===== config.mk =====
export PLATFORM = sky130hd
export DESIGN_NAME = debug_gate
export DESIGN_NICKNAME = d
export VERILOG_FILES = /design/src/logic/debug_gate.sv
export SDC_FILE = /design/constraint.sdc
export NUM_CORES = 1
export LEC_CHECK = 0
export BUFFER_PORTS_ARGS = -buffer_cell sky130_fd_sc_hd__clkbuf_2
export CAP_MARGIN = 20
export CORE_AREA = 8 8 45 47
export DETAILED_ROUTE_END_ITERATION = 7
export DIE_AREA = 0 0 53 55
export GPL_TIMING_DRIVEN = 0
export PLACE_DENSITY = 0.48
export SETUP_SLACK_MARGIN = 0.2
export SYNTH_ARGS = -nofsm -noshare
export SYNTH_HDL_FRONTEND = slang
export SYNTH_SLANG_ARGS = --single-unit

===== constraint.sdc =====
create_clock -name clk_i -period 2.84 [get_ports clk_i]
set_input_delay 0.142 -clock clk_i [delete_from_list [all_inputs] [get_ports clk_i]]
set_output_delay 0.142 -clock clk_i [all_outputs]
set_load 0.05 [all_outputs]

===== src/logic/debug_gate.sv =====
// ---------------------------------------------------------------------
// Holds the core debug request low for DmiDelCycles clocks after reset
// so boot code runs undisturbed, then passes it while debug is enabled.
// ---------------------------------------------------------------------
`timescale 1ns/1ps

module debug_gate #(
  parameter int unsigned DmiDelCycles = 500
) (
  input  logic clk_i,
  input  logic rst_ni,
  input  logic debug_en_i,
  input  logic debug_req_core_i,
  output logic debug_req_o
);

  localparam int unsigned CntWidth = $clog2(DmiDelCycles + 1);

  logic [CntWidth-1:0] cnt_q;

  // Hold-off counter, stops at zero
  always_ff @(posedge clk_i or negedge rst_ni) begin
    if (!rst_ni) begin
      cnt_q <= CntWidth'(DmiDelCycles);
    end else if (cnt_q != '0) begin
      cnt_q <= cnt_q - 1'b1;
    end
  end

  assign debug_req_o = (cnt_q == '0) && debug_en_i && debug_req_core_i;

endmodule


## Word-level counts from Yosys, hierarchy flattened

Index checks and enable logic that the tools add are counted.

- Add/subtract/negate cells: 1
- Reductions and logical operators: 4

Operator list:

| operator | number |
|---|---|
| $logic_not 9->1 | 1 |
| $reduce_bool 9->1 | 1 |
| $sub 9x1->9 const B | 1 |
| $logic_and 1x1->1 | 2 |

- Register bits: 9
- Bits of input ports: 4
- Output and inout bits: 1

## Longest topological paths before layout

- Word-level depth: 3
- Mapped depth: 5

## Least setup slack after synthesis

OpenSTA, ideal clock, no wires.

- Kind: reg2out
- Start: reg cnt_q[3]
- End: out debug_req_o
- Arrival time: 1.784 ns
- Setup slack: 0.914 ns
- Cell stages (with the launch flop): 4
- Cells stage by stage: dfrtp_1 or4_4 nor4_4 and3_1

- Cells in the longest elaborated chain, start to end: 3

RTL lines:

| item | RTL line | RTL |
|---|---|---|
| from (decl) | 19 | `logic [CntWidth-1:0] cnt_q;` |
| from (signal assigned) | 24 | `cnt_q <= CntWidth'(DmiDelCycles);` |
| from (signal assigned) | 26 | `cnt_q <= cnt_q - 1'b1;` |
| $logic_not 9->1 | 30 | `assign debug_req_o = (cnt_q == '0) && debug_en_i && debug_req_core_i;` |
| $logic_and 1x1->1 (2 in series) | 30 |  |
| to (decl) | 14 | `output logic debug_req_o` |

No other way between the ends.

## Worst setup path after layout

Ends and elaborated chain as after synthesis.

==> metrics.csv <==
metric;value;unit
All-Layer GR Usage;0.06491;
VDD IR max;0.1844;mV
TritonCTS buffer count;3;
power density of the placed cells;454.8;mW/mm2
part of the Yosys area used for sequential elements;0.5254;
clock latency on the worst-skew pair;0.26;ns
reg2reg path depth;3;
Mapped Nets;44;
Wirelength per Cell;13.28;um
top cell type's share of synthesized area;0.3559;
# DRC;0;
top layer in use;met4;
Most flops, register;cnt_q;
crit path from;cnt_q[3];
final non-filler cell total;64;
Avg Cell Area, Syn;11.36;um2
max reg flops;9;
number of DRC markers in iteration 0;6;
Clock Path Buffers;2;
drt via density;5.203;
Final Hold Slack;0.2753;ns
Yosys warnings;0;
area leader, netlist;dfstp_2;
Chip Height;55;um
CP endpoint kind;output pin;
Slew HR;0.7243;
max-capacitance violation count;0;
unique cell type count in the Yosys netlist;20;
Core Box Area;0.001384;mm2
Setup crit start kind;flip-flop;
Area Growth Syn to Fin;17.23;%
cell area after synthesis;442.9;um2
Post-Syn Instances;39;
input/output buffers;4;
crit share post-route;0.8090;
Via Count;333;
Routed met1 length;357;um
Max Clock Freq;435.3;MHz
Worst-Margin Slew;0.4105;ns
Slew Viols, Final;0;
placed cell count;59;
Nets;54;
gr ovfl total;0;
kind of critical path;flip-flop to output pin;
Die Area;0.002915;mm2
crit path to;debug_req_o;
met3 WL post-DR;25;um
gp weighted congestion;0.7676;
leakage;0.0002427;uW
CP required;2.70;ns
worst-path maximum fanout;5;
Fin. Hold Viols;0;
worst r2r dst;cnt_q[1];
Worst-path clk slew;0.06;ns
wire length of the first global-routing pass;1.380;mm
Setup violations, final;0;
clk root buf;clkbuf_4;
Hold Path Class;primary input to async pin;
ANT cells;0;
WP data arrival;2.16;ns
TritonCTS clock tree;built;
share of cells above drive strength 1;0.3958;
Boundary Pins;5;
biggest regs;cnt_q x9;
RSZ-0062 raised after global routing;no;
status;finished, final reports clean;
Tmin final;2.297;ns
R2R Setup Slk;1.11;ns
antenna violations before repair;0;
largest net degree at the start of global routing;10;
total routed wirelength;850;um
H-tree Lvls;1;
DR pass1 iterations;4;
Seq cells post-synth;9;
DRT antenna net count;0;
worst r2r src;cnt_q[3];
DP HPWL;629.2;um
Rows;14;
final worst clock skew;0.001342;ns
met2 wire length;458;um
Setup TNS Final;0;ns
Sink Count;9;
vias in the first global route;332;
Die Wd;53;um
synth top area cells;dfstp_2, dfrtp_1, o21ai_0;
Initial Utilization;0.3201;
cell families after synthesis:
logic type,after synthesis,share of synthesized area
xor+xnor,1,0.01978
simple gates,14,0.2203
flops,9,0.5254
compound gates,10,0.1412
buf+inv,2,0.01696
fa+ha+maj,1,0.02824
mux,2,0.04802
critical path: stages (launching register included):
cell,delay [ns]
dfrtp_1,0.41
or4_4,0.60
nor4_4,0.40
and3_1,0.21
clkbuf_2,0.27
routing by layer:
metal  track usage  vias to the layer above
met4       0.03879                        0
met3       0.01604                        2
met1       0.06502                      167
met2        0.1191                        5
li1              -                      159
met5             0                        -
worst min path at each step:
stage            from       end  slack, ns  cells past startpoint
2_1_floorplan  rst_ni  cnt_q[0]      -0.15                      0
3_3_place_gp   rst_ni  cnt_q[0]      0.004                      1
3_5_place_dp   rst_ni  cnt_q[0]       0.01                      1
4_1_cts        rst_ni  cnt_q[0]       0.29                      2
5_1_grt        rst_ni  cnt_q[0]       0.31                      2
6_report       rst_ni  cnt_q[0]       0.28                      2
per-stage QoR:
stage / total power, uW / utilization / area (um2) / worst slack, ns
floorplan: 133.9 / - / 442.9 / 0.9139
global placement: 138.7 / 0.3490 / 483.0 / 0.8426
detailed placement: 139.0 / 0.3490 / 483.0 / 0.8147
CTS: 238.2 / 0.3752 / 519.2 / 0.5335
global route: 245.6 / 0.3752 / 519.2 / 0.4683
finish: 236.2 / 0.3752 / 519.2 / 0.5425
cell usage in the layout, fill, tap and decap left out, drive strengths merged:
master and count:
clkbuf 8, o21ai 6, dfstp 6, dfrtp 3
inv 2, nand2b 2, or2 2, nor3 2
o31ai 2, or3 2, nor2 2, or4 1
nor4 1, and3 1, nand2 1, mux2i 1
xnor2 1, o21bai 1, mux2 1, o31a 1
ha 1, dlygate4sd3 1
power by group:
part,internal [uW],switching [uW],leakage (uW)
combinational,3.15,5.95,0.000124
clock,54.1,44.3,0.0000150
sequential,129,0,0.000104
total,186,50.2,0.000243
Yosys cell counts:
cell and number:
and3_1 1, dfrtp_1 3, dfstp_2 6, ha_1 1, inv_1 2, mux2_2 1, mux2i_1 1, nand2_1 1
nand2b_1 2, nor2_1 2, nor3_1 2, nor4_4 1, o21ai_0 6, o21bai_1 1, o31a_2 1, o31ai_1 2
or2_2 2, or3_1 2, or4_4 1, xnor2_1 1
cell type report:
class,count,area (um2)
well taps,16,20.02
inverters,2,7.507
clock buffers,4,26.28
repair buffers,5,30.03
fillers,141,864.6
flip-flops and latches,9,232.7
multi-input cells,28,202.7
repair_timing:
| item | in CTS | in global routing |
|---|---|---|
| endpoints found under the hold margin | 9 | 0 |
| setup buffers | 0 | 0 |
| resized for setup | 0 | 0 |
| hold buffers | 1 | 0 |
No activity file was read; power rests on OpenSTA's default activity.
