===== src/logic/soc_map_pkg.sv =====
// ---------------------------------------------------------------------
// Memory map and bus types of the harness store. Both words of the
// control window alias one register. DRAM ends at NumWords words,
// which the top level sets.
// ---------------------------------------------------------------------
package soc_map_pkg;

  localparam int unsigned AddrWidth  = 32;
  localparam int unsigned DataWidth  = 64;
  localparam int unsigned ByteOffset = 3;

  typedef logic [AddrWidth-1:0]   addr_t;
  typedef logic [DataWidth-1:0]   data_t;
  typedef logic [DataWidth/8-1:0] be_t;

  typedef enum logic [1:0] {
    RegionRom  = 2'd0,
    RegionCtrl = 2'd1,
    RegionDram = 2'd2,
    RegionNone = 2'd3
  } region_e;

  localparam addr_t RomBase    = 32'h0001_0000;
  localparam addr_t RomLength  = 32'h0000_1000;
  localparam addr_t CtrlBase   = 32'h0200_0000;
  localparam addr_t CtrlLength = 32'h0000_0010;
  localparam addr_t DramBase   = 32'h8000_0000;

  // Word index into the ROM window
  localparam int unsigned RomIdxWidth = $clog2(RomLength >> ByteOffset);

  localparam data_t BootImage [8] = '{
    64'h0000_0517_f140_2573, 64'h0205_0513_0010_059b,
    64'h0000_0297_01f5_9593, 64'h0182_b283_00b5_0533,
    64'h1050_0073_0002_8067, 64'h0000_0000_ffdf_f06f,
    64'h8000_0000_0000_0000, 64'h0000_0000_0000_0001
  };

  // Bit positions in control word 0
  localparam int unsigned CtrlDebugEnBit = 0;
  localparam int unsigned CtrlSrcJtagBit = 1;

endpackage


===== src/logic/boot_rom.sv =====
// ---------------------------------------------------------------------
// Boot ROM with registered read. Only the first eight words hold code,
// the rest of the window reads zero.
// ---------------------------------------------------------------------
`timescale 1ns/1ps

module boot_rom import soc_map_pkg::*; (
  input  logic                   clk_i,
  input  logic                   rom_req_i,
  input  logic [RomIdxWidth-1:0] rom_idx_i,
  output data_t                  rom_rdata_o
);

  localparam int unsigned ImageWords = $size(BootImage);

  // Read data holds its value between requests
  always_ff @(posedge clk_i) begin
    if (rom_req_i) begin
      if (rom_idx_i < ImageWords) begin
        rom_rdata_o <= BootImage[rom_idx_i[$clog2(ImageWords)-1:0]];
      end else begin
        rom_rdata_o <= '0;
      end
    end
  end

endmodule


===== config.mk =====
export PLATFORM = sky130hd
export DESIGN_NAME = boot_rom
export DESIGN_NICKNAME = d
export VERILOG_FILES = /design/src/logic/soc_map_pkg.sv /design/src/logic/boot_rom.sv
export SDC_FILE = /design/constraint.sdc
export NUM_CORES = 1
export LEC_CHECK = 0
export ABC_AREA = 1
export BUFFER_PORTS_ARGS = -buffer_cell sky130_fd_sc_hd__buf_4
export CORE_MARGIN = 2
export CORE_UTILIZATION = 44
export DETAILED_ROUTE_END_ITERATION = 16
export GPL_ROUTABILITY_DRIVEN = 0
export GPL_TIMING_DRIVEN = 0
export HOLD_SLACK_MARGIN = 0.02
export MAX_ROUTING_LAYER = met4
export PLACE_DENSITY = 0.79
export SYNTH_ARGS = -nofsm -noshare
export SYNTH_HDL_FRONTEND = slang
export SYNTH_SLANG_ARGS = --single-unit

===== constraint.sdc =====
create_clock -name clk_i -period 1.1 [get_ports clk_i]
set_clock_uncertainty 0.05 [all_clocks]
set_input_delay 0.055 -clock clk_i [delete_from_list [all_inputs] [get_ports clk_i]]
set_output_delay 0.055 -clock clk_i [all_outputs]
set_load 0.005 [all_outputs]

---- Yosys cells after proc, flatten, opt, wreduce, memory -nomap -nowiden ----
Memories as Yosys holds them, arrays and structs flattened. A register that Yosys moved wholly into a read port is not among the register bits.
Cells that the tools add are included.
storage, ports and cells
  output and inout bits ................... 64
  memories kept ........................... 1
  input port bits ......................... 11
  ROM bits ................................ 512
  RAM bits ................................ 0
  latch bits .............................. 0
  register bits ........................... 0
cells by class
  mux-type cells .......................... 0
  bitwise operators ....................... 1
  equal/unequal tests ..................... 0
  multipliers ............................. 0
  add/sub/neg operators ................... 0
  shift-type cells ........................ 0
  reductions and logical operators ........ 1
  divide/modulo/power cells ............... 0
  order comparisons ....................... 1
memory list
  name             depth  bits a word  rd ports  clocked after memory_dff  write ports  line            source
  (no name shown)  8      64           1         1                         0            boot_rom.sv:20  rom_rdata_o <= BootImage[rom_idx_i[$clog2(ImageWords)-1:0]];
operators with widths
  kind                                                         number
  less-than comparator 9 x 4 -> 1 bit (second input constant)  1
  inverter 3 -> 4 bit                                          1
  zero test 1 bit                                              1

---- Logic depth before layout (Yosys ltp) ----
  word-level depth ........................ 2
  gate-level depth with buffers ........... 5

---- Least setup slack after synthesis ----
Ideal clock, no wire load.
  path type ............................... input to register
  start ................................... input port rom_idx_i[0]
  end ..................................... register rom_rdata_o[5] (data pin)
  cell stages on the path ................. 5
  arrival time ............................ 539 ps
  required time ........................... 797 ps
  slack ................................... 258 ps
  path buffers ............................ 0
  cell sequence ........................... inv_1 ha_1 inv_1 nor2_1 nor2_1
on the way
  cells in the longest elaborated chain, start to end .. 2
  elaborated cells between the ends (all ways) .. 3
  those cells by class .................... order compare: 1; bitwise: 1; reduce/logical: 1
RTL lines
  item                                 line            source
  start, declared                      boot_rom.sv:10  input logic [RomIdxWidth-1:0] rom_idx_i,
  less-than comparator 9 x 4 -> 1 bit  boot_rom.sv:19  if (rom_idx_i < ImageWords) begin
  zero test 1 bit (no source line)     -
  end, declared                        boot_rom.sv:11  output data_t rom_rdata_o
Several ways; a longest one is shown, not always the timed one.

---- Worst setup path after layout ----
  start ................................... register rom_rdata_o[54]
  end ..................................... output port rom_rdata_o[54]
No word-level cell between the ends.

==> impl_metrics.toml <==
[global_route]
grt_use_total_pct = 16.0
grt_pass1_vias = 926
grt_overflow = 0
antenna_found_initial = 0
grt_max_degree = 25
grt_pass1_wl_um = 4010

[die]
start_util_pct = 45.5
core_area_mm2 = 0.00298
die-area_mm2 = 0.00354
row_count = 20
io_pins = 75
dieHeight_um = 59.5
fp.dieW_um = 59.5

[logic_synthesis]
netlist_area_mm2 = 0.00136
ys_seq_area_share_pct = 53.2
ys_seq_elements = 24
yosysMostFrequentCell = "buf_4"
synth_cell_types = 16
synth_commonest_cells = "41 x buf_4, 24 x edfxtp_1, 13 x nor2_1"
synth_edf_count = 24
ys_async_sr_fraction_pct = 0
syn_avg_cell_area_um2 = 11.0
netlist_instances = 123
yosys.area.top_type = "edfxtp_1"
synth_top_flop_cell = "edfxtp_1"
yosysWarnings = 0
synth_top_area_share_pct = 53.2
netlist_top_cells_area = "edfxtp_1 53%, buf_4 23%, ha_1 4.6%"

[timing]
finalMaxSlewViolations = 0
min_period_over_period_pct = 106
fin_ws_ns = -0.0633
fmax_mhz = 860
finalCriticalPeriod_ns = 1.16
grt_setup_unrepaired = "yes"
setup_violations = 24
hold_viol_final = 0

[flow_run]
cap_violations = 0

[power]
power_mw = 1.89
power_density_mw_per_mm2 = 927
p_leak_nw = 1.04
ir_worst_vdd_v = 0.000523

[cells_and_area]
diodes = 0
regMostFlops = "rom_rdata_o"
layout.nets = 214
largest_reg_flops = 24
drive_above_1_share_pct = 57.9
top_regs = "rom_rdata_o: 24 flops"
n_fill_cell = 232
design_area_mm2 = 0.00204
regArea_um2 = 721
area_growth_pct = 50.2
multi_input_area_um2 = 315

[clock_tree]
clk_pin_slew_ns = 0.11
cts_sinks = 24
htree_num_levels = 1
cts_root_buf = "clkbuf_4"
cts_tree = "built"
cts.path.max_buffers = 2
cts_buffers = 3

[critical_path]
critPathRequiredTime_ns = 1.00
arrival_ns = 1.06
path_max_fanout = 5
cp-start-kind = "flop"
crit_path_end_kind = "primary output"
path_class = "flop to primary output"

[placement]
io_buffers = 63
hpwl_um = 2040
placed_area_mm2 = 0.00191

[drt]
wl_per_cell_um = 11.3
vias_per_cell = 4.20
drt_iter0_markers = 15
drc = 0
vias = 965
dr.pass1.iters = 4
wirelength_um = 2600
ant_nets = 0

[min_path]
min_path_type = "input port to flop"
hold_depth = 2
min_from = "rom_idx_i[1]"
hold_end = "rom_rdata_o[42]$_SDFFCE_PP0P_"

[status]
status = "finished with violations"
violations = "negative setup slack"
logic make-up (layout without fill, tap and decap cells):
logic type / count (synthesis) / count (layout) / synth area share, %
buffers and inverters: 54 / 118 / 26.3
AND/OR/NAND/NOR: 36 / 36 / 14.5
flip-flops: 24 / 24 / 53.2
adder cells (fa/ha/maj): 5 / 5 / 4.62
AO/OA/AOI/OAI: 3 / 3 / 1.11
other: 1 / 11 / 0.277
placed cells by master, fill, tap and decap left out, drive strengths merged:
master       Yosys  routed
nand2           10      10
nor2            18      18
buf             41      99
clkbuf           0       3
conb             1      11
inv             13      13
a21oi            3       3
ha               5       5
nor3             2       2
edfxtp          24      24
dlygate4sd3      0       2
clkinv           0       1
nand3            6       6
through the flow:
stage	util, %	TNS (ns)	std cells	hold slack [ns]	setup WS [ns]
5_1_grt	68.4	-2.76	230	0.0229	-0.136
6_report	68.4	-0.925	230	0.0408	-0.0633
2_1_floorplan	-	0	133	0.117	0.258
4_1_cts	68.6	-1.21	234	0.0323	-0.0840
3_5_place_dp	64.0	0	229	0.350	0.0368
3_3_place_gp	64.0	0	229	0.341	0.0641
critical path, cell delays in order (launching register included):
cell      delay, ns
edfxtp_1       0.48
buf_4          0.17
buf_6          0.11
final cells by class:
type                            instances  area share [%]
Clock inverter                          1           0.184
Timing Repair Buffer                   65            28.8
Clock buffer                            3            1.11
Inverter                               13            2.40
Sequential cell                        24            35.4
Multi-Input combinational cell         55            15.5
Buffer                                 36            14.6
Tap cell                               33            2.03
metal layers:
layer	global-route usage, %	vias up	wire (um)
met5	-	-	0
met4	8.57	0	56
met3	1.97	5	206
met2	28.6	52	1370
met1	16.9	416	962
li1	-	492	-
where the power goes:
part	switching (mW)	internal (mW)	total [mW]
sequential	0.0308	1.05	1.08
combinational	0.158	0.280	0.438
clock	0.233	0.133	0.366
how the worst max path moves through the flow:
| stage | endpoint | cells after the start | startpoint |
|---|---|---|---|
| global route | rom_rdata_o[56] | 2 | rom_rdata_o[56]$_SDFFCE_PP0P_ |
| CTS | rom_rdata_o[47] | 2 | rom_rdata_o[56]$_SDFFCE_PP0P_ |
| global placement | rom_rdata_o[36]$_SDFFCE_PP0P_ | 5 | rom_idx_i[0] |
| floorplan | rom_rdata_o[5]$_SDFFCE_PP0P_ | 5 | rom_idx_i[0] |
| detailed placement | rom_rdata_o[36]$_SDFFCE_PP0P_ | 5 | rom_idx_i[0] |
| finish | rom_rdata_o[54] | 2 | rom_rdata_o[54]$_SDFFCE_PP0P_ |
what timing repair did:
action,in CTS,in global routing
endpoints found under the setup margin,26,33
gates resized for setup,26,6
hold endpoints to repair,2,0
setup buffers,0,0
hold buffers,2,0
gates cloned,0,0
Power figures use the tool's default switching activity.
