### src/logic/dmi_pkg.sv
// ---------------------------------------------------------------------
// Debug module interface types. Field widths follow the DMI of the
// RISC-V debug spec with a 7-bit register address.
// ---------------------------------------------------------------------
package dmi_pkg;

  typedef enum logic [1:0] {
    DmiNop   = 2'd0,
    DmiRead  = 2'd1,
    DmiWrite = 2'd2
  } dmi_op_e;

  typedef struct packed {
    logic [6:0]  addr;
    dmi_op_e     op;
    logic [31:0] data;
  } dmi_req_t;

  // 0 ok, 2 failed, 3 busy
  typedef struct packed {
    logic [31:0] data;
    logic [1:0]  resp;
  } dmi_resp_t;

endpackage

### src/logic/dmi_source_mux.sv
// ---------------------------------------------------------------------
// Shares one DMI port between the JTAG and DTM sources. The debug
// module must keep at most one request in flight; the source only
// switches once that request has its response.
// ---------------------------------------------------------------------
`timescale 1ns/1ps

module dmi_source_mux import dmi_pkg::*; (
  input  logic        clk_i,
  input  logic        rst_ni,
  input  logic        src_jtag_i,
  input  logic        jtag_req_valid_i,
  input  dmi_req_t    jtag_req_i,
  input  logic        jtag_resp_ready_i,
  input  logic [31:0] jtag_exit_i,
  output logic        jtag_resp_valid_o,
  input  logic        dtm_req_valid_i,
  input  dmi_req_t    dtm_req_i,
  input  logic        dtm_resp_ready_i,
  input  logic [31:0] dtm_exit_i,
  output logic        dtm_resp_valid_o,
  input  logic        dm_req_ready_i,
  input  logic        dm_resp_valid_i,
  output logic        dm_req_valid_o,
  output dmi_req_t    dm_req_o,
  output logic        dm_resp_ready_o,
  output logic [31:0] exit_o
);

  logic active_jtag_q;
  logic outstanding_q, outstanding_d;
  logic req_done, resp_done;

  assign req_done  = dm_req_valid_o && dm_req_ready_i;
  assign resp_done = dm_resp_valid_i && dm_resp_ready_o;

  // A new request may be accepted in the cycle its predecessor answers
  assign outstanding_d = (outstanding_q && !resp_done) || req_done;

  always_ff @(posedge clk_i or negedge rst_ni) begin
    if (!rst_ni) begin
      outstanding_q <= 1'b0;
      active_jtag_q <= 1'b0;
    end else begin
      outstanding_q <= outstanding_d;
      if (!outstanding_d) begin
        active_jtag_q <= src_jtag_i;
      end
    end
  end

  // -------------------------------------------------------------------
  // Routing by active source
  // -------------------------------------------------------------------
  assign dm_req_valid_o    = active_jtag_q ? jtag_req_valid_i  : dtm_req_valid_i;
  assign dm_req_o          = active_jtag_q ? jtag_req_i        : dtm_req_i;
  assign dm_resp_ready_o   = active_jtag_q ? jtag_resp_ready_i : dtm_resp_ready_i;
  assign exit_o            = active_jtag_q ? jtag_exit_i       : dtm_exit_i;
  assign jtag_resp_valid_o = active_jtag_q && dm_resp_valid_i;
  assign dtm_resp_valid_o  = !active_jtag_q && dm_resp_valid_i;

  // Debug module only answers accepted requests
  a_resp_needs_req: assert property (@(posedge clk_i) disable iff (!rst_ni)
    $rose(dm_resp_valid_i) |-> outstanding_q);

endmodule

### config.mk
export PLATFORM = sky130hd
export DESIGN_NAME = dmi_source_mux
export DESIGN_NICKNAME = d
export VERILOG_FILES = /design/src/logic/dmi_pkg.sv /design/src/logic/dmi_source_mux.sv
export SDC_FILE = /design/constraint.sdc
export NUM_CORES = 1
export LEC_CHECK = 0
export BUFFER_PORTS_ARGS = -buffer_cell sky130_fd_sc_hd__buf_2
export CAP_MARGIN = 20
export CORE_AREA = 2 2 91 93
export DETAILED_ROUTE_END_ITERATION = 16
export DIE_AREA = 0 0 93 95
export GPL_TIMING_DRIVEN = 0
export PLACE_DENSITY_LB_ADDON = 0.25
export SYNTH_ARGS = -nofsm -noshare
export SYNTH_HDL_FRONTEND = slang
export SYNTH_SLANG_ARGS = --single-unit
### constraint.sdc
create_clock -name clk_i -period 3 [get_ports clk_i]
set_input_delay 0.6 -clock clk_i [delete_from_list [all_inputs] [get_ports clk_i]]
set_output_delay 0.6 -clock clk_i [all_outputs]
set_load 0.1 [all_outputs]
---- Yosys cells after proc, flatten, opt, wreduce, memory -nomap -nowiden ----
Cells that the tools add are included.
operators by class
  mux-type cells .......................... 4
  reduce and logical (&&, ||, !) cells .... 8
operator list
  kind                count
  41-bit two-way mux  1
  32-bit two-way mux  1
  1-bit logical AND   5
  1-bit zero test     2
  1-bit two-way mux   2
  1-bit logical OR    1
storage, ports and cells
  flip-flop bits (word level) ............. 2
  bits of input ports ..................... 155
  output and inout bits ................... 77
  logic and storage cells ................. 14

---- Logic depth before layout (Yosys ltp) ----
Gate-level depths: netlist of the first run.
  depth after elaboration ................. 5
  mapped depth ............................ 5
  gate-level depth less buffers ........... 4

---- Worst setup path after synthesis of the first run ----
OpenSTA, ideal clock, no wires.
  kind .................................... reg2out
  from .................................... reg active_jtag_q
  to ...................................... out dtm_resp_valid_o
  arrival ................................. 2,166 ps
  required time ........................... 2,400 ps
  setup slack ............................. 234 ps
  stages on the path, launching flop included .. 5
  path buffers ............................ 3
  cell sequence ........................... dfrtp_1 > buf_6 > buf_2 > buf_2 > nor2b_1
on the way
  cells in the longest elaborated chain, start to end .. 2
RTL lines
  item                      RTL line              source
  start: declaration        dmi_source_mux.sv:30  logic active_jtag_q;
  start signal: assignment  dmi_source_mux.sv:47  active_jtag_q <= src_jtag_i;
  1-bit zero test           dmi_source_mux.sv:60  assign dtm_resp_valid_o = !active_jtag_q && dm_resp_valid_i;
  1-bit logical AND         dmi_source_mux.sv:60
  end: declaration          dmi_source_mux.sv:21  output logic dtm_resp_valid_o,
Every way passes these cells.

---- Worst setup path in the final report of the first run ----
  from .................................... reg active_jtag_q
  to ...................................... out exit_o[27]
on the way
  cells in the longest elaborated chain, start to end .. 1
RTL lines
  item                RTL line              source
  32-bit two-way mux  dmi_source_mux.sv:58  assign exit_o = active_jtag_q ? jtag_exit_i : dtm_exit_i;
  end: declaration    dmi_source_mux.sv:27  output logic [31:0] exit_o
Every way passes these cells.

==> flow_results.org, run 1 <==
** Yosys
- The average instance in the mapped netlist occupies 10.88 um^2.
- Cell area after technology mapping :: 989.7 um^2
- By area, the combinational part of the netlist is dominated by multiplexers.
- Of the total synthesized cell area, the portion taken by XOR and XNOR cells is 0%.
- Top-area cell type share of the netlist area :: 84.20%
- Multiplexer area fraction after synthesis :: 87.23%
- Summed over all instances, the cell type with the most area after synthesis is mux2_2.
- Yosys printed 0 warnings.
- In the synthesized netlist, the number of instances is 91.
- Biggest area contributors in the synthesized netlist :: mux2_2, dfrtp_1, buf_2, mux2_4, buf_6
- Flops & latches, synth :: 2
- The synthesized netlist devotes 0.8850% of its cell area to compound gates.
- Post-Syn Nets :: 246
- Of the synthesized area, sequential elements account for 5.057%.
- Number of unique standard cell types used by synthesis :: 9
- Post-synthesis share of cell area spent on and, or, nand and nor gates :: 1.643%
- Post-synthesis adder-cell area fraction :: 0%

** Setup path
- Arrival time worst endpoint :: 1880 ps
- Of all nets on the critical path, the largest fanout is 10.
- Launch instance of the worst register-to-register path :: active_jtag_q
- Counting cells, the worst reg-to-reg path comes to 5.
- Crit path from :: active_jtag_q
- The most critical setup path has its endpoint at exit_o[27].
- Endpoint of the lowest-slack register-to-register path :: active_jtag_q
- The critical path in this run is classified as flip-flop to output pin.
- The setup check on the worst reg-to-reg path leaves a slack of 1500 ps.
- The worst setup path is captured at an output pin.
- The worst setup path is launched from a flip-flop.
- At the worst endpoint, the required time is 2400 ps.

** Clocking
- The tree is rooted in a clkbuf_8.
- TritonCTS Sinks :: 2
- Total CTS buffers :: 3
- Max H-tree Level :: 1
- At the later pin of the worst-skew pair, clock insertion delay measures 210 ps.
- Number of buffers added to fix hold violations after cts :: 0
- CTS tree :: done
- No sink is reached through more buffers than the 2 on the longest clock path.
- Register clock-pin slew on the reported worst setup and hold paths :: 30 ps
- Post-CTS setup buffers :: 0
- Post-CTS repair changed the size of 0 cells.

** GRT
- Initial antenna violation count :: 0
- The via count of the first global-routing pass is 1650.
- The first global-routing pass estimated 8404 um of wire.
- Remaining global-route overflow :: 0
- Maximum number of pins on one net before global-route repair :: 11
- For this run, the total global-route usage over all layers was measured as 12.31%.

** STA
- Count of final max-slew check failures :: 0
- At the pin with the least slew margin, the transition time is 504.1 ps.
- The final-report hold violation count is 0.
- Hold Slack :: 171.1 ps
- Counting I/O delays and the setup requirement, the final critical path takes 2477 ps.
- Fin crit share :: 82.55%
- Aggregate negative setup slack :: 0 ps
- Max transition margin :: 66.62%
- Post-Route Skew :: 0.6203 ps
- Setup violations remaining at the end of the flow were counted as 0.
- Timing-limited maximum frequency :: 0.4038 GHz
- Setup repair after global routing left no endpoint under its margin.

** Worst hold path
- In this run the worst hold path is classified as input port to asynchronous set/reset pin.

** Detailed routing
- Routed wire per std cell :: 14.27 um
- The first detailed-routing pass ran for 4 iterations.
- Number of DRC violations after detailed routing :: 0
- Number of DRC violations after detailed-routing iteration 0 :: 16
- In the routed layout, each cell is associated on average with a via count of 3.828.
- The detail route stage leaves a number of antenna-violating nets equal to 0.
- Vias :: 1646
- Total Wirelength :: 6135 um

** Flow run
- Across the run, the number of max-cap violations was 0.

** Placed design
- Post-detail-place hpwl :: 5608 um
- Last weighted congestion value of the routability-driven placer :: 0.7597
- Including well taps, the total number of placed cells is 427.
- In this run the tool buffered the top-level ports with 231 buffer cells.

** Floorplanning
- Die Ht :: 95 um
- I/O pins :: 232
- Starting density of the core :: 12.48%
- Measured along the x axis, the die boundary spans 93 um.
- The floorplan has 33 rows.
- The floorplan step defined a die boundary enclosing 8835 um^2.
- CORE AREA :: 7928 um^2

** Layout
- The count of cells in the finished layout, fillers not included, comes to 430.
- Cells fill 29.25% of the core in the end.
- From synthesis to final layout, the design area changed by 134.3%.
- Of the cells placed in the final design, the portion with a size suffix greater than 1 is 98.15%.
- The final layout contains 482 nets.
- Antenna cells :: 0

** Run status
- The run finished with clean final reports.
cell type report:
| cell class | instances | area (um^2) |
|---|---|---|
| sequential | 2 | 50.05 |
| buffer | 9 | 51.30 |
| multi-input combinational | 80 | 888.4 |
| clock buffer | 3 | 41.29 |
| tap | 105 | 131.4 |
| fill | 893 | 5609 |
| timing repair buffer | 231 | 1156 |
critical path: stages, from the launching register on:
cell and delay, ps:
dfrtp_1 320, buf_6 130, buf_2 240, buf_2 290, mux2_2 380, buf_2 290
layout by cell type (no fill, tap or decap):
cell / instances
buf_6: 1
clkbuf_8: 3
buf_2: 239
mux2_2: 74
a22o_1: 1
nand2_1: 1
and2_1: 1
mux2_4: 2
dfrtp_1: 2
nor2b_1: 1
per-layer routing:
metal	up-vias	share of wire, %	GRT usage [%]
met2	115	51	22.34
li1	814	-	-
met4	0	0.065	2.083
met3	2	10	3.751
met1	715	39	14.46
met5	-	0	0
how the worst min path moves through the flow:
stage / start / to / slack [ps]
after global routing: rst_ni / outstanding_q / 160
after CTS: rst_ni / outstanding_q / 170
after detailed placement: rst_ni / active_jtag_q / 390
after global placement: rst_ni / outstanding_q / 390
after floorplan: rst_ni / active_jtag_q / 300
final: rst_ni / active_jtag_q / 170
registers in the layout (all words and copies together), names as in the netlist:
| name | cells |
|---|---|
| outstanding_q | 1 |
| active_jtag_q | 1 |
Yosys cell counts, drive strengths merged:
| master | n |
|---|---|
| a22o | 1 |
| and2 | 1 |
| buf | 9 |
| dfrtp | 2 |
| mux2 | 76 |
| nand2 | 1 |
| nor2b | 1 |
kinds of logic (layout without fill, tap and decap cells):
| group | count (synthesis) | after routing |
|---|---|---|
| mux | 76 | 76 |
| buf+inv | 9 | 243 |
| simple gates | 3 | 3 |
| flops | 2 | 2 |
| compound gates | 1 | 1 |
metrics by stage:
step                      setup WS (ps)  cell area, um^2
final                             523.4             2318
after global routing              402.7             2318
after CTS                         451.8             2318
after detailed placement          677.6             2277
after global placement            685.6             2277
after floorplan                   233.8            989.7
Power of run 1 is left out: the tool's default activity adds up to more than one toggle a clock period on the data nets, which glitch-free logic cannot reach.
==> inputs of run 2 (changes only) <==
- CORE_AREA: 2 2 91 93 -> 2 2 89 91
- DIE_AREA: 0 0 93 95 -> 0 0 91 93
- clock period: 3 -> 2.54 ns (I/O delays scaled with it)
==> run 2 against run 1 <==
Clock-buffer cell count is the same. Core utilization grew 1.5 points. Clock skew grew 1.5 ps. First-iteration DRC count shrank 13%. Worst setup slack lost 350 ps. Critical path depth is the same. Sequential share of layout area is essentially flat. Critical path type unchanged.
==> flow_results.org, run 2 (synthesized netlist as in run 1, its figures left out) <==
** Detailed routing
- In the routed layout, each cell is associated on average with a via count of 3.789.
- In the final routed layout, each cell accounts on average for 12.40 um.
- Vias :: 1618
- Count of TritonRoute iterations in the first routing pass :: 2
- Number of DRC violations after detailed routing :: 0
- The count of nets left with antenna violations once routing finished came out at 0.
- Number of DRC violations after detailed-routing iteration 0 :: 14
- Total Wirelength :: 5296 um

** Layout
- Relative area change from synthesis to final layout :: 134.1%
- After the flow finishes, the layout carries non-filler instances totaling 427.
- The number of antenna diodes in the final layout is 0.
- Final Util :: 30.78%
- Biggest registers after layout :: active_jtag_q: 1 flops, outstanding_q: 1 flops
- At the end of the flow, the number of nets in the layout was 482.
- Most frequent cells in the layout :: buf_2, mux2_2, clkbuf_8
- Leading cell type in the layout, fill and taps excluded :: buf_2
- The post-route netlist has 98.46% of its cells at a drive strength greater than 1.

** Setup path
- Arrival time worst endpoint :: 1860 ps
- Data required time of the worst path :: 2030 ps
- The slowest stage of the critical path is the mux2_2 cell.
- Count of cells along the worst register-to-register path :: 4
- The critical path contains buffers and inverters numbering 4 combined.
- Along the worst path, the maximum fanout reaches 10.
- In this run the critical register-to-register path is launched from active_jtag_q.
- Grouping stages by cell kind, the critical path spends the most delay in buffers and inverters.
- The cell that appears most often on the critical path is buf_2.
- Traced cell by cell, the critical path runs through buf_6, buf_2, buf_2, mux2_2, buf_2.
- The worst setup path is of the flip-flop to output pin kind.
- The worst register-to-register path ends at active_jtag_q.
- Worst R2R Setup Slack :: 1060 ps
- The worst setup path is captured at an output pin.
- Crit start category :: flip-flop
- Crit-path max cell delay :: 370 ps
- Tracing the worst setup path back leads to its startpoint at active_jtag_q.

** Floorplanning
- I/O pins :: 232
- In this run the core area contains 32 standard-cell rows.
- Die Ht :: 93 um
- In this run the horizontal extent of the chip is 91 um.
- CORE AREA :: 7527 um^2
- Once the floorplan was initialized, standard cells occupied 13.15% of the core.
- Die Footprint :: 8463 um^2

** GRT
- All-Layer GR Usage :: 11.23%
- Via count of the first global-routing pass :: 1676
- Maximum number of pins on one net before global-route repair :: 11
- Initial antenna violation count :: 0
- Summed over all layers, the global routing overflow is 0.
- First-pass GRT wire length :: 7721 um

** STA
- Setup slack of the critical path after layout :: 174.3 ps
- Worst Tran Pin Value :: 503.5 ps
- The worst path uses 93.14% of the clock period.
- Max transition margin :: 66.67%
- The final-report hold violation count was 0.
- Final worst path period need :: 2366 ps
- Across the routed clock network, the largest skew measured is 2.135 ps.
- Timing-limited maximum frequency :: 0.4227 GHz
- Total of endpoints with negative setup slack in the final report :: 0
- Count of final max-slew check failures :: 0
- Setup repair after global routing left no endpoint under its margin.
- Summed over all failing endpoints, the final setup total negative slack is 0 ps.

** Worst hold path
- Type of the most critical hold path :: input port to asynchronous set/reset pin

** Run status
- Result of the run :: finished, final reports clean

** Placed design
- Pre-CTS setup slack :: 340.6 ps
- During placement, the flow inserted port buffers numbering 231.
- At the end of routability-driven placement, the weighted congestion stood at 0.7113.
- The HPWL after detailed placement is 4798 um.
- Placed Cells :: 424

** Clocking
- Number of buffers added to fix hold violations after cts :: 0
- The clock passes through at most 2 buffers.
- Max H-tree Level :: 1
- Clock Latency Late Sink :: 210 ps
- Post-CTS setup buffers :: 0
- Register clock-pin slew on the reported worst setup and hold paths :: 30 ps
- TritonCTS built the clock tree.
- Buffers inserted during clock tree synthesis total 3.
- TritonCTS Sinks :: 2
- The number of gates resized after CTS was 0.
- In this run the clock root is driven by a clkbuf_8.

** Flow run
- The tool flagged a number of max-cap violations equal to 0.
[run 2: cell counts in the layout (fill, tap and decap cells not counted)]
Identical to the previous run, type by type.
[run 2: metrics by stage]
| step | hold WS (ps) | instance area, um^2 |
|---|---|---|
| after floorplan | 212.4 | 992.2 |
| final | 78.92 | 2317 |
| after CTS | 72.90 | 2317 |
| after global placement | 295.5 | 2276 |
| after global routing | 76.69 | 2317 |
| after detailed placement | 296.2 | 2276 |
[run 2: cell type report]
type / count / area, um^2
Buffer: 9 / 51.30
Sequential cell: 2 / 50.05
Tap cell: 102 / 127.6
Multi-Input combinational cell: 80 / 890.9
Timing Repair Buffer: 231 / 1156
Fill cell: 828 / 5210
Clock buffer: 3 / 41.29
[run 2: layer usage]
| metal | vias to the layer above | GRT usage, % | part of all wire, % |
|---|---|---|---|
| li1 | 811 | - | - |
| met1 | 697 | 11.22 | 34 |
| met2 | 108 | 22.53 | 55 |
| met3 | 2 | 3.868 | 10 |
| met4 | 0 | 1.894 | 0.36 |
| met5 | - | 0 | 0 |
[run 2: how the worst max path moves through the flow]
| stage | endpoint | slack, ps | cells after the start |
|---|---|---|---|
| CTS | exit_o[19] | 120 | 5 |
| floorplan | dtm_resp_valid_o | 400 | 4 |
| finish | exit_o[19] | 170 | 5 |
| global placement | exit_o[7] | 360 | 5 |
| detailed placement | exit_o[19] | 340 | 5 |
| global route | exit_o[21] | 50 | 5 |
Power of run 2 is left out for the same reason.
==> inputs of run 3 (changes only) <==
- MAX_ROUTING_LAYER: not set -> met4
- clock period: 2.54 -> 2.4 ns (I/O delays scaled with it)
==> run 3 against run 2 <==
First-iteration DRC count is 7.1% higher. Via count hardly changed. Routed wire length hardly changed. Sequential share of layout area hardly changed. Highest routed layer unchanged. Global-route usage is 0.31 points higher. Critical path type unchanged. Final area is 0.22% higher. Clock skew hardly changed. Worst hold slack worse by 27 ps. Flip-flop and latch count stayed put. Register-to-register slack worse by 200 ps. Largest cell class unchanged. Clock-buffer cell count stayed put.
==> flow_results.org, run 3 (synthesized netlist as in run 1, its figures left out) <==
** Layout
- Cells with a size suffix above 1 make up 98.46% of the layout.
- 0 antenna diodes ended up in the layout.
- Leaving out fill and tap cells, the most frequent cell in the layout is buf_2.
- Most frequent cells in the layout :: buf_2, mux2_2, clkbuf_4
- In the final layout, flip-flops and latches occupy 50.05 um^2.
- Biggest registers after layout :: active_jtag_q: 1 flops, outstanding_q: 1 flops
- The finished cells cover 2322 um^2.
- After the last flow step, the layout net total stands at 481.
- The multi-input combinational cells in the finished layout cover a total of 890.9 um^2.
- Compared with the post-synthesis result, the final layout area differs by 134.6%.
- Final-layout fill cell count :: 825

** Clocking
- The root buffer cell chosen for the clock tree is clkbuf_8.
- Maximum buffer depth of the clock tree :: 2
- CTS tree :: done
- Number of buffers added to fix hold violations after cts :: 0
- Clock tree synthesis inserted a total of 3 buffers.
- Max H-tree Level :: 1
- Clock Latency Late Sink :: 210 ps
- Clock-pin slew was measured on the worst setup and hold paths at 30 ps.
- TritonCTS Sinks :: 2

** Worst hold path
- The worst hold path belongs to the class input port to asynchronous set/reset pin.

** Placed design
- After legalization and detailed placement, the total HPWL measured 4798 um.
- Cell area after placement :: 2276 um^2
- Port-buffer cells :: 231
- The congestion estimate from routability-driven global placement came to 0.7195.

** Detailed routing
- Count of TritonRoute iterations in the first routing pass :: 2
- Detailed routing placed a total of 510 um of wire on met3.
- The final layout contains routed wiring with a total length of 5291 um.
- The detail route stage leaves a number of antenna-violating nets equal to 0.
- In this run, the number of DRC markers left after iteration 0 of detailed routing was 15.
- In the detailed route, the total length drawn on met2 is 2916 um.
- Metal-1 WL :: 1844 um
- Number of DRC violations after detailed routing :: 0
- Mean number of vias per cell :: 3.800
- In the final routed layout, each cell accounts on average for 12.42 um.
- The final route contains 1619 vias.
- Routed signal wires occupy layers up through met4.

** STA
- Post-Route Skew :: 2.234 ps
- Timing would allow up to 0.4686 GHz.
- The final-report max-slew violation count is 0.
- Max transition margin :: 66.66%
- Setup total negative slack on the finished layout was measured at 0 ps.
- After layout, the worst path uses 88.92% of the clock period.
- Setup violations remaining at the end of the flow were counted as 0.
- Setup repair after global routing missed its margin :: no
- At the pin with the least slew margin, the transition time is 503.6 ps.
- The final-report hold violation count came to 0.
- Final worst path period need :: 2134 ps

** Floorplanning
- Die Footprint :: 8463 um^2
- The initial utilization of the core area, before any placement, comes to 13.15%.
- I/O pins :: 232
- Die Ht :: 93 um
- CORE AREA :: 7527 um^2
- Die Span X :: 91 um
- Std cell rows :: 32

** Setup path
- On the critical path, the stage with the largest delay is an instance of mux2_2.
- STA puts the critical path data required time at 1920 ps.
- Cell repeated most along the worst path :: buf_2
- Crit start category :: flip-flop
- Arrival time worst endpoint :: 1650 ps
- Worst setup path class :: flip-flop to output pin
- Of all nets on the critical path, the largest fanout is 15.
- For this run, the slowest stage of the critical path takes 370 ps.
- Walking the worst path, the cells encountered are buf_6, buf_2, mux2_2, buf_2.
- The worst setup path is captured at an output pin.

** GRT
- The number of antenna violations at the first check in global routing was 0.
- First-pass GRT wire length :: 7721 um
- The via count of the first global-routing pass was 1674.
- Entering global routing, the biggest net connects 11 pins.
- The total overflow left after global routing is 0.
- All-Layer GR Usage :: 11.54%

** Flow run
- The tool flagged a number of max-cap violations equal to 0.

** Run status
- Result of the run :: finished, final reports clean
-- run 3: stage by stage --
stage	std cells	hold slack (ps)	worst slack (ps)	utilization (%)
final	426	51.64	265.8	30.85
after global routing	426	48.69	164.8	30.85
after CTS	427	44.90	4.263	30.78
after detailed placement	424	268.2	228.6	30.24
after global placement	424	267.5	244.2	30.24
after floorplan	91	184.4	284.8	-
-- run 3: routing by layer --
metal	global-route usage, %	vias up
met5	-	-
met4	1.894	0
met3	3.465	2
met2	22.53	106
met1	11.47	702
li1	-	809
-- run 3: final cells by class --
cell class | instances | share of cell area (%)
buffer | 8 | 2.425
clock buffer | 3 | 1.778
multi-input combinational | 80 | 38.36
sequential | 2 | 2.155
tap | 102 | 5.496
timing repair buffer | 231 | 49.78
-- run 3: repair_timing --
action                     in CTS  in global routing
setup endpoints to repair       0                 37
setup buffers                   0                  0
gates resized for setup         0                  4
-- run 3: worst paths after layout --
kind / depth (start not counted) / start / slack, ps / end
max in group asynchronous: 1 / rst_ni / 2250 / outstanding_q
min reg2reg: 1 / outstanding_q / 520 / outstanding_q
min in group clk_i: 2 / src_jtag_i / 510 / active_jtag_q
max reg2reg: 5 / active_jtag_q / 860 / active_jtag_q
min: 1 / rst_ni / 50 / active_jtag_q
max: 4 / active_jtag_q / 270 / dm_req_o[30]
-- run 3: worst max-delay path: cells and delay by family, from the launching register on --
| kind | cells | cell delay (ps) |
|---|---|---|
| mux | 1 | 370 |
| flops | 1 | 330 |
| buf+inv | 3 | 730 |
Power of run 3 is left out for the same reason.
